### config.mk
export PLATFORM = sky130hd
export DESIGN_NAME = controlUnit
export DESIGN_NICKNAME = d
export VERILOG_FILES = /design/src/design/ctrlPkg.sv /design/src/design/controlEncoder.sv /design/src/design/controlUnit.sv /design/src/design/instrClassifier.sv /design/src/design/phaseSequencer.sv
export SDC_FILE = /design/constraint.sdc
export NUM_CORES = 1
export LEC_CHECK = 0
export BUFFER_PORTS_ARGS = -buffer_cell sky130_fd_sc_hd__buf_2
export CAP_MARGIN = 5
export CORE_MARGIN = 2
export CORE_UTILIZATION = 30
export CTS_CLUSTER_DIAMETER = 150
export DETAILED_ROUTE_END_ITERATION = 16
export PLACE_DENSITY_LB_ADDON = 0.3
export SKIP_CTS_REPAIR_TIMING = 1
export SLEW_MARGIN = 20
export SYNTH_ARGS = -nofsm -noshare
export SYNTH_HDL_FRONTEND = slang
export SYNTH_HIERARCHICAL = 1
export SYNTH_SLANG_ARGS = --single-unit
### constraint.sdc
create_clock -name clk -period 3.75 [get_ports clk]
set_input_delay 0.75 -clock clk [delete_from_list [all_inputs] [get_ports clk]]
set_output_delay 0.75 -clock clk [all_outputs]
set_load 0.005 [all_outputs]
### src/design/ctrlPkg.sv
// Shared field types, control codes and FSM enums of the control unit; compile before the RTL
package ctrlPkg;

	typedef logic [31:0] instrT; // Full instruction word
	typedef logic [6:0] opcodeT;
	typedef logic [2:0] funct3T;

	typedef logic [2:0] aluFctT;
	typedef logic [2:0] immKindT; // Sign extender format
	typedef logic [1:0] shiftTypeT;
	typedef logic [1:0] branchTypeT;
	typedef logic [2:0] loadTypeT;
	typedef logic [1:0] storeTypeT;
	typedef logic [1:0] muxSelT; // ALU operand mux select
	typedef logic [2:0] wbSelT; // Register write-back mux select

	localparam opcodeT opR = 7'b0110011;
	localparam opcodeT opImm = 7'b0010011;
	localparam opcodeT opLoad = 7'b0000011;
	localparam opcodeT opStore = 7'b0100011;
	localparam opcodeT opBranch = 7'b1100011;
	localparam opcodeT opJalr = 7'b1100111;
	localparam opcodeT opLui = 7'b0110111;
	localparam opcodeT opJal = 7'b1101111;
	localparam opcodeT opSystem = 7'b1110011;

	localparam aluFctT aluPass = 3'd0;
	localparam aluFctT aluSum = 3'd1;
	localparam aluFctT aluSub = 3'd2;
	localparam aluFctT aluAnd = 3'd3;
	localparam aluFctT aluCmp = 3'd7; // Set-less-than flag

	localparam immKindT immR = 3'd0;
	localparam immKindT immI = 3'd1;
	localparam immKindT immS = 3'd2;
	localparam immKindT immSb = 3'd3;
	localparam immKindT immU = 3'd4;
	localparam immKindT immUj = 3'd5;

	localparam shiftTypeT shiftLeftL = 2'd0;
	localparam shiftTypeT shiftRightL = 2'd1;
	localparam shiftTypeT shiftRightA = 2'd2;
	localparam shiftTypeT shiftPass = 2'd3;

	localparam branchTypeT brEq = 2'd0;
	localparam branchTypeT brNe = 2'd1;
	localparam branchTypeT brGe = 2'd2;
	localparam branchTypeT brLt = 2'd3;

	localparam loadTypeT loadLb = 3'd0; // Same as the load funct3
	localparam loadTypeT loadLd = 3'd3;
	localparam loadTypeT loadLwu = 3'd6; // Highest defined load code

	localparam storeTypeT storeSb = 2'd0; // Same as the store funct3
	localparam storeTypeT storeSd = 2'd3;

	localparam muxSelT srcAPc = 2'd0;
	localparam muxSelT srcARegA = 2'd1;
	localparam muxSelT srcBRegB = 2'd0;
	localparam muxSelT srcBFour = 2'd1; // Constant 4 for PC increment
	localparam muxSelT srcBImm = 2'd2;
	localparam muxSelT srcBImmShift = 2'd3; // Immediate shifted left by one

	localparam wbSelT wbAlu = 3'd0;
	localparam wbSelT wbMem = 3'd1;
	localparam wbSelT wbImm = 3'd2;
	localparam wbSelT wbCmp = 3'd3;
	localparam wbSelT wbShift = 3'd4;
	localparam wbSelT wbPc = 3'd5;

	// ALU classes reuse the memFunct lines to tell register from immediate operands
	localparam funct3T aluFormReg = 3'd0;
	localparam funct3T aluFormImm = 3'd1;

	typedef enum logic [3:0] {
		clsAluReg, clsAluDirect, clsLoad, clsStore, clsBranch,
		clsLui, clsJal, clsJalr, clsBreak, clsIllegal
	} instrClassT;

	typedef enum logic [3:0] {
		phFetch, phIrLoad, phDecode, phExecute, phWriteAlu, phMemAddr,
		phMemRequest, phMdrLoad, phWriteMem, phStoreWrite, phHalt
	} phaseT;

endpackage

### src/design/controlEncoder.sv
// Combinational encoder from the current phase and decoded sub-kinds to datapath controls
module controlEncoder (
	input ctrlPkg::phaseT phase,
	input ctrlPkg::instrClassT instrClass,
	input ctrlPkg::aluFctT aluOp,
	input ctrlPkg::shiftTypeT shiftOp,
	input ctrlPkg::branchTypeT branchOp,
	input ctrlPkg::funct3T memFunct,
	output logic pcWrite,
	output logic dMemWrite,
	output logic irWrite,
	output logic regWrite,
	output logic loadRegA,
	output logic loadRegB,
	output logic loadAluOut,
	output logic loadMdr,
	output logic pcSrc,
	output logic pcWriteCond,
	output logic halted,
	output ctrlPkg::muxSelT aluSrcA,
	output ctrlPkg::muxSelT aluSrcB,
	output ctrlPkg::wbSelT memToReg,
	output ctrlPkg::immKindT immKind,
	output ctrlPkg::aluFctT aluFct,
	output ctrlPkg::shiftTypeT shiftType,
	output ctrlPkg::branchTypeT branchType,
	output ctrlPkg::loadTypeT loadType,
	output ctrlPkg::storeTypeT storeType
);

	logic immForm; // ALU instruction takes its second operand from the immediate

	assign immForm = (memFunct == ctrlPkg::aluFormImm);

	always_comb begin
		pcWrite = 1'b0;
		dMemWrite = 1'b0;
		irWrite = 1'b0;
		regWrite = 1'b0;
		loadRegA = 1'b0;
		loadRegB = 1'b0;
		loadAluOut = 1'b0;
		loadMdr = 1'b0;
		pcSrc = 1'b0;
		pcWriteCond = 1'b0;
		halted = 1'b0;
		aluSrcA = ctrlPkg::srcAPc;
		aluSrcB = ctrlPkg::srcBRegB;
		memToReg = ctrlPkg::wbAlu;
		immKind = ctrlPkg::immR;
		aluFct = ctrlPkg::aluPass;
		shiftType = ctrlPkg::shiftPass;
		branchType = ctrlPkg::brEq; // Ignored while pcWriteCond is low
		loadType = ctrlPkg::loadLd;
		storeType = ctrlPkg::storeSd;
		case (phase)
			ctrlPkg::phFetch: aluSrcB = ctrlPkg::srcBFour;
			ctrlPkg::phIrLoad: begin
				pcWrite = 1'b1; // PC + 4
				irWrite = 1'b1;
				aluSrcB = ctrlPkg::srcBFour;
				aluFct = ctrlPkg::aluSum;
			end
			ctrlPkg::phDecode: begin
				loadRegA = 1'b1;
				loadRegB = 1'b1;
				loadAluOut = 1'b1; // Branch target kept in AluOut
				aluSrcB = ctrlPkg::srcBImmShift;
				immKind = ctrlPkg::immSb;
				aluFct = ctrlPkg::aluSum;
			end
			ctrlPkg::phExecute: begin
				aluSrcA = ctrlPkg::srcARegA;
				case (instrClass)
					ctrlPkg::clsAluReg: begin
						loadAluOut = 1'b1;
						aluSrcB = immForm ? ctrlPkg::srcBImm : ctrlPkg::srcBRegB;
						immKind = immForm ? ctrlPkg::immI : ctrlPkg::immR;
						aluFct = aluOp;
					end
					ctrlPkg::clsAluDirect: begin
						regWrite = 1'b1; // Compare flag or shifter straight to rd
						aluSrcB = immForm ? ctrlPkg::srcBImm : ctrlPkg::srcBRegB;
						immKind = immForm ? ctrlPkg::immI : ctrlPkg::immR;
						aluFct = aluOp;
						shiftType = shiftOp;
						memToReg = (shiftOp == ctrlPkg::shiftPass) ? ctrlPkg::wbCmp
							: ctrlPkg::wbShift;
					end
					ctrlPkg::clsBranch: begin
						pcWriteCond = 1'b1;
						pcSrc = 1'b1; // Target from AluOut
						immKind = ctrlPkg::immSb;
						aluFct = ctrlPkg::aluSub;
						branchType = branchOp;
					end
					ctrlPkg::clsLui: begin
						regWrite = 1'b1;
						aluSrcB = ctrlPkg::srcBImm;
						immKind = ctrlPkg::immU;
						memToReg = ctrlPkg::wbImm;
					end
					ctrlPkg::clsJal: begin
						pcWrite = 1'b1;
						regWrite = 1'b1; // Link gets the incremented PC
						aluSrcA = ctrlPkg::srcAPc;
						aluSrcB = ctrlPkg::srcBImmShift;
						immKind = ctrlPkg::immUj;
						aluFct = ctrlPkg::aluSum;
						memToReg = ctrlPkg::wbPc;
					end
					ctrlPkg::clsJalr: begin
						pcWrite = 1'b1;
						regWrite = 1'b1;
						aluSrcB = ctrlPkg::srcBImm;
						immKind = ctrlPkg::immI;
						aluFct = ctrlPkg::aluSum;
						memToReg = ctrlPkg::wbPc;
					end
					default: aluSrcA = ctrlPkg::srcARegA;
				endcase
			end
			ctrlPkg::phWriteAlu: begin
				regWrite = 1'b1;
				memToReg = ctrlPkg::wbAlu;
			end
			ctrlPkg::phMemAddr: begin
				loadAluOut = 1'b1; // Effective address
				aluSrcA = ctrlPkg::srcARegA;
				aluSrcB = ctrlPkg::srcBImm;
				aluFct = ctrlPkg::aluSum;
				immKind = (instrClass == ctrlPkg::clsStore) ? ctrlPkg::immS : ctrlPkg::immI;
			end
			ctrlPkg::phMemRequest: begin
				aluSrcA = ctrlPkg::srcARegA;
				aluSrcB = ctrlPkg::srcBImm;
			end
			ctrlPkg::phMdrLoad: begin
				loadMdr = 1'b1;
				loadType = memFunct;
			end
			ctrlPkg::phWriteMem: begin
				regWrite = 1'b1;
				memToReg = ctrlPkg::wbMem;
			end
			ctrlPkg::phStoreWrite: begin
				dMemWrite = 1'b1;
				aluSrcA = ctrlPkg::srcARegA;
				aluSrcB = ctrlPkg::srcBImm;
				storeType = (memFunct > 3'd3) ? ctrlPkg::storeSd : memFunct[1:0];
			end
			ctrlPkg::phHalt: halted = 1'b1;
			default: halted = 1'b0;
		endcase
	end

	// Register file and data memory never write in the same phase
	noWriteClash: assert final (!(regWrite && dMemWrite))
		else $error("regWrite and dMemWrite asserted together");

endmodule

### src/design/controlUnit.sv
// Top of the multicycle RV64 control unit; classifier, phase FSM and control encoder
module controlUnit (
	input logic clk,
	input logic reset,
	input ctrlPkg::instrT instruction, // From the instruction register
	output logic pcWrite,
	output logic dMemWrite,
	output logic irWrite,
	output logic regWrite,
	output logic loadRegA,
	output logic loadRegB,
	output logic loadAluOut,
	output logic loadMdr,
	output logic pcSrc,
	output logic pcWriteCond,
	output logic halted,
	output ctrlPkg::muxSelT aluSrcA,
	output ctrlPkg::muxSelT aluSrcB,
	output ctrlPkg::wbSelT memToReg,
	output ctrlPkg::immKindT immKind,
	output ctrlPkg::aluFctT aluFct,
	output ctrlPkg::shiftTypeT shiftType,
	output ctrlPkg::branchTypeT branchType,
	output ctrlPkg::loadTypeT loadType,
	output ctrlPkg::storeTypeT storeType
);

	ctrlPkg::instrClassT instrClass;
	ctrlPkg::aluFctT aluOp;
	ctrlPkg::shiftTypeT shiftOp;
	ctrlPkg::branchTypeT branchOp;
	ctrlPkg::funct3T memFunct;
	ctrlPkg::phaseT phase;

	instrClassifier uClassifier (
		.instruction(instruction),
		.instrClass(instrClass),
		.aluOp(aluOp),
		.shiftOp(shiftOp),
		.branchOp(branchOp),
		.memFunct(memFunct)
	);

	phaseSequencer uSequencer (
		.clk(clk),
		.reset(reset),
		.instrClass(instrClass),
		.phase(phase)
	);

	controlEncoder uEncoder (
		.phase(phase),
		.instrClass(instrClass),
		.aluOp(aluOp),
		.shiftOp(shiftOp),
		.branchOp(branchOp),
		.memFunct(memFunct),
		.pcWrite(pcWrite),
		.dMemWrite(dMemWrite),
		.irWrite(irWrite),
		.regWrite(regWrite),
		.loadRegA(loadRegA),
		.loadRegB(loadRegB),
		.loadAluOut(loadAluOut),
		.loadMdr(loadMdr),
		.pcSrc(pcSrc),
		.pcWriteCond(pcWriteCond),
		.halted(halted),
		.aluSrcA(aluSrcA),
		.aluSrcB(aluSrcB),
		.memToReg(memToReg),
		.immKind(immKind),
		.aluFct(aluFct),
		.shiftType(shiftType),
		.branchType(branchType),
		.loadType(loadType),
		.storeType(storeType)
	);

endmodule

### src/design/instrClassifier.sv
// Combinational decoder from the held instruction word to a class and operation sub-kinds
module instrClassifier (
	input ctrlPkg::instrT instruction,
	output ctrlPkg::instrClassT instrClass,
	output ctrlPkg::aluFctT aluOp,
	output ctrlPkg::shiftTypeT shiftOp,
	output ctrlPkg::branchTypeT branchOp,
	output ctrlPkg::funct3T memFunct
);

	ctrlPkg::opcodeT opcode;
	ctrlPkg::funct3T funct3;
	logic [6:0] funct7;

	assign opcode = instruction[6:0];
	assign funct3 = instruction[14:12];
	assign funct7 = instruction[31:25];

	always_comb begin
		instrClass = ctrlPkg::clsIllegal; // Anything not matched below
		aluOp = ctrlPkg::aluPass;
		shiftOp = ctrlPkg::shiftPass;
		branchOp = ctrlPkg::brEq;
		memFunct = funct3; // Width and sign for loads and stores
		case (opcode)
			ctrlPkg::opR: begin
				memFunct = ctrlPkg::aluFormReg;
				if (funct3 == 3'd0 && funct7 == 7'b0000000) begin
					instrClass = ctrlPkg::clsAluReg;
					aluOp = ctrlPkg::aluSum;
				end else if (funct3 == 3'd0 && funct7 == 7'b0100000) begin
					instrClass = ctrlPkg::clsAluReg;
					aluOp = ctrlPkg::aluSub;
				end else if (funct3 == 3'd7 && funct7 == 7'b0000000) begin
					instrClass = ctrlPkg::clsAluReg;
					aluOp = ctrlPkg::aluAnd;
				end else if (funct3 == 3'd2 && funct7 == 7'b0000000) begin
					instrClass = ctrlPkg::clsAluDirect; // slt
					aluOp = ctrlPkg::aluCmp;
				end
			end
			ctrlPkg::opImm: begin
				memFunct = ctrlPkg::aluFormImm;
				if (funct3 == 3'd0) begin
					instrClass = ctrlPkg::clsAluReg; // addi
					aluOp = ctrlPkg::aluSum;
				end else if (funct3 == 3'd2) begin
					instrClass = ctrlPkg::clsAluDirect; // slti
					aluOp = ctrlPkg::aluCmp;
				end else if (funct3 == 3'd1 && funct7[6:1] == 6'b000000) begin
					instrClass = ctrlPkg::clsAluDirect;
					shiftOp = ctrlPkg::shiftLeftL;
				end else if (funct3 == 3'd5 && funct7[6:1] == 6'b000000) begin
					instrClass = ctrlPkg::clsAluDirect;
					shiftOp = ctrlPkg::shiftRightL;
				end else if (funct3 == 3'd5 && funct7[6:1] == 6'b010000) begin
					instrClass = ctrlPkg::clsAluDirect; // RV64 shamt uses bit 25
					shiftOp = ctrlPkg::shiftRightA;
				end
			end
			ctrlPkg::opLoad: begin
				if (funct3 <= ctrlPkg::loadLwu) instrClass = ctrlPkg::clsLoad;
			end
			ctrlPkg::opStore: instrClass = ctrlPkg::clsStore;
			ctrlPkg::opBranch: begin
				case (funct3)
					3'd0: begin
						instrClass = ctrlPkg::clsBranch;
						branchOp = ctrlPkg::brEq;
					end
					3'd1: begin
						instrClass = ctrlPkg::clsBranch;
						branchOp = ctrlPkg::brNe;
					end
					3'd4: begin
						instrClass = ctrlPkg::clsBranch;
						branchOp = ctrlPkg::brLt;
					end
					3'd5: begin
						instrClass = ctrlPkg::clsBranch;
						branchOp = ctrlPkg::brGe;
					end
					default: instrClass = ctrlPkg::clsIllegal;
				endcase
			end
			ctrlPkg::opJalr: instrClass = ctrlPkg::clsJalr;
			ctrlPkg::opLui: instrClass = ctrlPkg::clsLui;
			ctrlPkg::opJal: instrClass = ctrlPkg::clsJal;
			ctrlPkg::opSystem: begin
				// Only ebreak is supported, immediate 1 with zero registers
				if (instruction[31:20] == 12'd1 && instruction[19:7] == 13'd0) begin
					instrClass = ctrlPkg::clsBreak;
				end
			end
			default: instrClass = ctrlPkg::clsIllegal;
		endcase
	end

endmodule

### src/design/phaseSequencer.sv
// Phase FSM of the multicycle core; one phase per clock, path chosen by the class at decode
module phaseSequencer (
	input logic clk,
	input logic reset,
	input ctrlPkg::instrClassT instrClass,
	output ctrlPkg::phaseT phase
);

	ctrlPkg::phaseT nextPhase;

	always_ff @(posedge clk or posedge reset) begin
		if (reset) begin
			phase <= ctrlPkg::phFetch;
		end else begin
			phase <= nextPhase;
		end
	end

	// The class stays valid after decode since the IR holds the word
	always_comb begin
		nextPhase = ctrlPkg::phFetch;
		case (phase)
			ctrlPkg::phFetch: nextPhase = ctrlPkg::phIrLoad;
			ctrlPkg::phIrLoad: nextPhase = ctrlPkg::phDecode;
			ctrlPkg::phDecode: begin
				case (instrClass)
					ctrlPkg::clsAluReg,
					ctrlPkg::clsAluDirect,
					ctrlPkg::clsLui,
					ctrlPkg::clsBranch,
					ctrlPkg::clsJal,
					ctrlPkg::clsJalr: nextPhase = ctrlPkg::phExecute;
					ctrlPkg::clsLoad,
					ctrlPkg::clsStore: nextPhase = ctrlPkg::phMemAddr;
					ctrlPkg::clsBreak: nextPhase = ctrlPkg::phHalt;
					default: nextPhase = ctrlPkg::phFetch; // Illegal word is skipped
				endcase
			end
			ctrlPkg::phExecute: begin
				if (instrClass == ctrlPkg::clsAluReg) begin
					nextPhase = ctrlPkg::phWriteAlu; // Result goes through AluOut
				end else begin
					nextPhase = ctrlPkg::phFetch;
				end
			end
			ctrlPkg::phWriteAlu: nextPhase = ctrlPkg::phFetch;
			ctrlPkg::phMemAddr: nextPhase = ctrlPkg::phMemRequest;
			ctrlPkg::phMemRequest: begin
				if (instrClass == ctrlPkg::clsStore) begin
					nextPhase = ctrlPkg::phStoreWrite;
				end else begin
					nextPhase = ctrlPkg::phMdrLoad;
				end
			end
			ctrlPkg::phMdrLoad: nextPhase = ctrlPkg::phWriteMem;
			ctrlPkg::phWriteMem: nextPhase = ctrlPkg::phFetch;
			ctrlPkg::phStoreWrite: nextPhase = ctrlPkg::phFetch;
			ctrlPkg::phHalt: nextPhase = ctrlPkg::phHalt; // Left only through reset
			default: nextPhase = ctrlPkg::phFetch;
		endcase
	end

	// ebreak stops the core for good until the next reset
	haltIsSticky: assert property (
		@(posedge clk) disable iff (reset)
		phase == ctrlPkg::phHalt |=> phase == ctrlPkg::phHalt
	) else $error("Sequencer left the halt phase without reset");

endmodule

## Word level (Yosys, flattened, before mapping)

Memory sizes are Yosys's and may differ from the RTL's.
Index checks and enable logic that the tools add are counted.

- RAM bits: 0
- Register bits after elaboration: 4
- Latch bits: 0
- Bits in read-only memories: 64
- Input bits: 34
- Memories kept: 1
- Output and inout bits: 33

Memories:

| name | words | bits a word | rd ports | clocked after Yosys merged registers in | write ports | RTL line | RTL |
|---|---|---|---|---|---|---|---|
| (name not given) | 16 | 4 | 1 | 0 | 0 | phaseSequencer.sv:26 | `case (instrClass)` |

- Add/sub/neg operators: 0
- Reduce and logical (&&, ||, !) cells: 24
- Multiply operators: 0
- Divide/modulo/power cells: 0
- Shift-type cells: 0
- Bitwise operators: 0
- Multiplexer cells: 66
- Order comparisons: 2
- Equality and inequality tests: 35

Operators by type and width:

| operator | number |
|---|---|
| $mux 4 | 12 |
| $pmux 4 s9 | 1 |
| $eq 4x3->1 const B | 8 |
| $pmux 4 s8 | 1 |
| $eq 7x6->1 const B | 4 |
| $eq 7x7->1 const B | 4 |
| $mux 2 | 14 |
| $mux 3 | 9 |
| $pmux 3 s3 | 3 |
| $pmux 3 s2 | 4 |
| $pmux 3 s5 | 1 |
| $mux 1 | 14 |
| $logic_not 13->1 | 1 |
| $eq 12x1->1 const B | 1 |
| $eq 4x2->1 const B | 3 |
| $eq 4x4->1 const B | 3 |
| $pmux 2 s3 | 2 |
| $reduce_or 2->1 | 6 |
| $eq 3x3->1 const B | 3 |
| $eq 4x1->1 const B | 2 |
| $logic_and 1x1->1 | 8 |
| $logic_not 4->1 | 2 |
| $pmux 2 s4 | 1 |
| $reduce_or 4->1 | 2 |
| 14 further kinds | 18 |

## Longest topological paths before layout

- Word-level depth: 12
- Mapped depth: 9

## By module

Netlist, hierarchy kept.

Modules (own cells, without submodules):

| module | times used | cells each | area an instance (sq um) |
|---|---|---|---|
| controlEncoder | 1 | 97 | 619.3 |
| instrClassifier | 1 | 76 | 516.7 |
| phaseSequencer | 1 | 32 | 304.0 |

## Least setup slack after synthesis

OpenSTA, ideal clock, no wires.

- Path kind: input port to output port
- Start: in instruction[14]
- End: out branchType[0]
- Required time: 3.000 ns
- Data arrival time: 2.637 ns
- Setup slack: 0.363 ns
- Buffers on the path: 2
- Stages on the path: 9
- Cells stage by stage: clkdlybuf4s15_2 > or2_2 > o22ai_1 > and3_1 > o211ai_1 > buf_4 > and2b_1 > and3b_2 > and2_1

- Cells in the longest elaborated chain, start to end: 11

RTL lines:

| element | RTL line | RTL |
|---|---|---|
| start, declared | controlUnit.sv:5 | `input ctrlPkg::instrT instruction,` |
| $eq 3x3->1 | instrClassifier.sv:53, instrClassifier.sv:56, instrClassifier.sv:66 |  |
| $logic_and 1x1->1 | instrClassifier.sv:56 | `end else if (funct3 == 3'd5 && funct7[6:1] == 6'b010000) begin` |
| $mux 4 | instrClassifier.sv:56 |  |
| $mux 4 | instrClassifier.sv:53 | `end else if (funct3 == 3'd5 && funct7[6:1] == 6'b000000) begin` |
| $mux 4 | instrClassifier.sv:50 | `end else if (funct3 == 3'd1 && funct7[6:1] == 6'b000000) begin` |
| $mux 4 | instrClassifier.sv:47 | `end else if (funct3 == 3'd2) begin` |
| $mux 4 | instrClassifier.sv:44 | `if (funct3 == 3'd0) begin` |
| $pmux 4 s9 (*) | instrClassifier.sv:25 | `case (opcode)` |
| net instrClass[3] | controlUnit.sv:28 | `ctrlPkg::instrClassT instrClass;` |
| $eq 4x3->1 (*) | controlEncoder.sv:74 | `case (instrClass)` |
| $mux 2 (*) | controlEncoder.sv:74 |  |
| $mux 2 (*) | controlEncoder.sv:56 | `case (phase)` |
| end, declared | controlUnit.sv:23 | `output ctrlPkg::branchTypeT branchType,` |

Mark *: on every way through the listed nets, which the timed path passes. The rest lies on a longest branch.

## Final worst setup path

- Start: in instruction[6]
- End: out branchType[1]

- Cells in the longest elaborated chain, start to end: 5

RTL lines:

| element | RTL line |
|---|---|
| $eq 7x7->1, or another cell as far along | instrClassifier.sv:25 |
| $pmux 4 s9 (*) | instrClassifier.sv:25 |
| net instrClass[0] | controlUnit.sv:28 |
| $eq 4x3->1 (*) | controlEncoder.sv:74 |
| $mux 2 (*) | controlEncoder.sv:74 |
| $mux 2 (*) | controlEncoder.sv:56 |

Marked as above.

==> out/results.md <==
| Step | Result | Value |
|---|---|---|
| cells and area | Number of antenna diodes | 0 |
| cells and area | Count of nets after finishing | 300 |
| logic synthesis | Ys flop type | sky130_fd_sc_hd__dfrtp_1 |
| sta | Number of failing setup endpoints in the final timing report | 0 |
| route | Initial DRC Count | 123 |
| cells and area | Utilization after layout | 0.391 |
| placed design | Total half-perimeter wirelength after legalization and detailed placement | 3360 µm |
| critical path | Standard cell with the maximum stage delay on the critical path | sky130_fd_sc_hd__or2_2 |
| die | Die height | 73.3 µm |
| placed design | Routability congestion estimate from global placement | 0.893 |
| route | DR WL/cell | 13.3 µm |
| route | Overall via count from detail_route | 1,759 |
| die | Die width | 73.3 µm |
| clock tree | CTS max path bufs | 2 |
| logic synthesis | Proportion of synthesized flip-flops having asynchronous set or reset | 1.00 |
| die | Num rows | 25 |
| sta | Fmax | 275 MHz |
| logic synthesis | Count of flip-flops with a built-in enable after synthesis | 0 |
| pwr | Internal power summed over all cells | 0.273 mW |
| critical path | Worst stage delay on the critical path | 0.40 ns |
| pwr | Part of the power in combinational logic | 0.603 |
| clock tree | Later-pin clock latency in the skew report | 0.21 ns |
| pwr | Power after layout | 0.494 mW |
| sta | Final Hold Vio Count | 0 |
| critical path | Bufs and invs on worst path | 2 |
| logic synthesis | Post-Syn Nets | 239 |
| cells and area | Share of layout cells above drive strength 1 | 0.379 |
| critical path | Worst path cell trace | buf_2, nand2b_2, nor4_1, o32a_1, nand4_1, or2_2, and3b_2, and2_1, buf_2 |
| sta | Pins Over Slew Limit | 0 |
| pwr | Leakage power figure | 0.793 nW |
| die | I/O Pins | 67 |
| route | Post-detailed-route count of antenna-violating nets | 0 |
| sta | Worst setup margin | 0.109 ns |
| global route | Initial antenna violation count | 0 |
| logic synthesis | Syn_area_per_cell | 7.03 µm² |
| clock tree | Master cell of the clock root buffer | sky130_fd_sc_hd__clkbuf_8 |
| logic synthesis | Post-synth top area share | 0.0695 |
| sta | Tightest slew margin relative to the limit | 0.491 |
| logic synthesis | Count of state elements after synthesis | 4 |
| logic synthesis | Yosys synthesis warning count | 6 |
| logic synthesis | Cell with the most instances after synthesis | sky130_fd_sc_hd__nand2_1 |
| clock tree | Clock sink count | 4 |
| sta | Shortest clock period the worst path allows after layout | 3.64 ns |
| route | DRT Wirelength | 4240 µm |
| placed design | Worst Setup Slack post-DPL | 0.124 ns |
| critical path | Arrival time worst endpoint | 2.89 ns |
| global route | First-pass GRT wire length | 6890 µm |
| cells and area | Signed area change from the synthesized netlist to the final layout | 26.7% |
| critical path | Critical path fanouts, max | 8 |
| route | Number of remaining DRC errors | 0 |
| cells and area | Flip-flop count of the largest register, all copies and words added | 4 |
| placed design | Input/output buffers | 65 |
| logic synthesis | Unique masters post-synth | 60 |
| logic synthesis | Top cell types by occurrence after synthesis | sky130_fd_sc_hd__nand2_1 (17), sky130_fd_sc_hd__nor2_1 (13), sky130_fd_sc_hd__a21oi_1 (9), sky130_fd_sc_hd__and2_1 (9) |
| logic synthesis | Top cells by area, synth | sky130_fd_sc_hd__dfrtp_1 (7.0%), sky130_fd_sc_hd__nand2_1 (4.4%), sky130_fd_sc_hd__and2_1 (3.9%), sky130_fd_sc_hd__nor2_1 (3.4%), sky130_fd_sc_hd__a21oi_1 (3.1%) |
| clock tree | Num CTS Buffers | 3 |
| sta | Setup TNS | 0 ns |
| global route | Global Route Usage Sum | 0.154 |
| global route | Pin count of the biggest net entering global routing | 27 |
| pwr | Peak ir drop on the vdd network | 169 µV |
| logic synthesis | Biggest area consumer among synthesized cells | sky130_fd_sc_hd__dfrtp_1 |
| global route | Via count of the first global-routing pass | 1,491 |
| logic synthesis | Synthesized netlist cell count | 205 |
| sta | Final cycle utilization of the critical path | 0.971 |
| sta | Worst clock skew on the final layout | 0.00246 ns |
| run status | Status | finished, final reports clean |
| die | Die Outline Area | 5370 µm² |
| logic synthesis | Synthesized cell area | 1440 µm² |
| sta | Transition time at the pin with the least slew margin | 0.763 ns |
| run | Max_cap viols | 0 |
| cells and area | Largest registers | uSequencer/phase: 4 flops |
| critical path | Required @ worst endpoint | 3.00 ns |
| critical path | Critical Path End Type | primary output |
| pwr | Net Switching | 0.221 mW |
| logic synthesis | Share of synthesized area occupied by flip-flops and latches | 0.0695 |
| die | Core box area | 4660 µm² |
| route | Vias per Instance | 5.53 |
| pwr | Sequential fraction of design power | 0.218 |
| die | Initial Utilization | 0.309 |
| route | First drt pass iteration count | 4 |
| global route | Final global-route overflow total | 0 |
| critical path | Cell type group with the largest total delay on the critical path | simple AND/OR/NAND/NOR gates |
| critical path | Kind of critical path | primary input to primary output |
| critical path | Element type at the critical path start | primary input |
| min path | Worst Hold Class | primary input to asynchronous set/reset pin |
| cells and area | Top register by number of flip-flops | uSequencer/phase |
| pwr | Clock group share of total power | 0.178 |
| clock tree | H-tree level count | 1 |
| pwr | Switching share of power | 0.448 |
| critical path | Most frequent cell on the critical path | sky130_fd_sc_hd__buf_2 |
| clock tree | Clock Pin Slew Worst Setup and Hold Paths | 0.03 ns |
| clock tree | Clock tree from TritonCTS | done |
| pwr | Power per unit of standard cell area | 271 nW/µm² |
| sta | Setup repair after global routing missed its margin | false |
-- stage by stage --
step | hold WS [ns] | cells | instance area, µm²
6_report | 0.407 | 318 | 1820
5_1_grt | 0.407 | 318 | 1820
3_3_place_gp | 0.629 | 315 | 1770
3_5_place_dp | 0.633 | 315 | 1770
2_1_floorplan | 0.516 | 205 | 1440
4_1_cts | 0.403 | 318 | 1820
-- power groups by stage --
stage	Combinational (mW)	Clock, mW	Sequential (mW)
floorplan	0.229	0	0.0745
global placement	0.293	0	0.108
detailed placement	0.295	0	0.107
CTS	0.296	0.0918	0.107
global route	0.334	0.0957	0.115
finish	0.298	0.0880	0.108
-- kinds of logic (layout without fill, tap and decap cells) --
family                    after synthesis  after routing  synth area share
and+or+nand+nor                       127            127             0.586
muxes                                   1              1           0.00695
xor gates and xnor gates                2              2            0.0122
AOI/OAI and AO/OA                      47             47             0.227
DFF                                     4              4            0.0695
buffers and inverters                  23             82            0.0956
other                                   1              1           0.00260
-- path summary, 6_finish.rpt --
path / startpoint / endpoint / slack, ns / depth (start not counted)
max: instruction[6] / branchType[1] / 0.11 / 9
min in group clk: uSequencer/phase[0] / uSequencer/phase[0] / 0.83 / 1
min reg2reg: uSequencer/phase[0] / uSequencer/phase[0] / 0.83 / 1
min: reset / uSequencer/phase[1] / 0.41 / 2
max reg2reg: uSequencer/phase[2] / uSequencer/phase[0] / 2.26 / 2
max in group asynchronous: reset / uSequencer/phase[0] / 3.19 / 2
-- cell type report --
cell class	instances	area [µm²]
Tap cell	54	67.6
Clock buffer	3	41.3
Fill cell	495	2840
Multi-Input combinational cell	178	1210
Inverter	7	26.3
Sequential cell	4	100
Timing Repair Buffer	72	378
-- cell usage in the layout, fill, tap and decap left out, types with 3 or more instances in the layout --
cell	n
sky130_fd_sc_hd__nor3_1	7
sky130_fd_sc_hd__nand4_1	3
sky130_fd_sc_hd__a31oi_1	5
sky130_fd_sc_hd__a21oi_1	9
sky130_fd_sc_hd__or2_2	6
sky130_fd_sc_hd__nand2_1	17
sky130_fd_sc_hd__inv_1	7
sky130_fd_sc_hd__nor4_1	7
sky130_fd_sc_hd__nand2b_1	7
sky130_fd_sc_hd__nor2_1	13
sky130_fd_sc_hd__nor2b_1	6
sky130_fd_sc_hd__nor3b_1	6
sky130_fd_sc_hd__or2_1	3
sky130_fd_sc_hd__dfrtp_1	4
sky130_fd_sc_hd__o22ai_1	6
sky130_fd_sc_hd__nand3b_1	4
sky130_fd_sc_hd__and3b_1	3
sky130_fd_sc_hd__buf_4	7
sky130_fd_sc_hd__and3_1	3
sky130_fd_sc_hd__nand3_1	4
sky130_fd_sc_hd__and2_1	9
sky130_fd_sc_hd__nor4b_2	4
sky130_fd_sc_hd__o21ai_0	7
sky130_fd_sc_hd__or3_1	5
sky130_fd_sc_hd__buf_2	65
sky130_fd_sc_hd__clkbuf_8	3
sky130_fd_sc_hd__nor4b_1	3
sky130_fd_sc_hd__and2b_1	3
-- routing by layer --
| metal | wire, µm | track usage | vias to the layer above |
|---|---|---|---|
| met5 | 0 | 0 | - |
| met2 | 1880 | 0.246 | 74 |
| met3 | 290 | 0.0192 | 4 |
| li1 | - | - | 885 |
| met1 | 2020 | 0.228 | 796 |
| met4 | 52 | 0.0144 | 0 |
(Power assumes the default switching activity.)
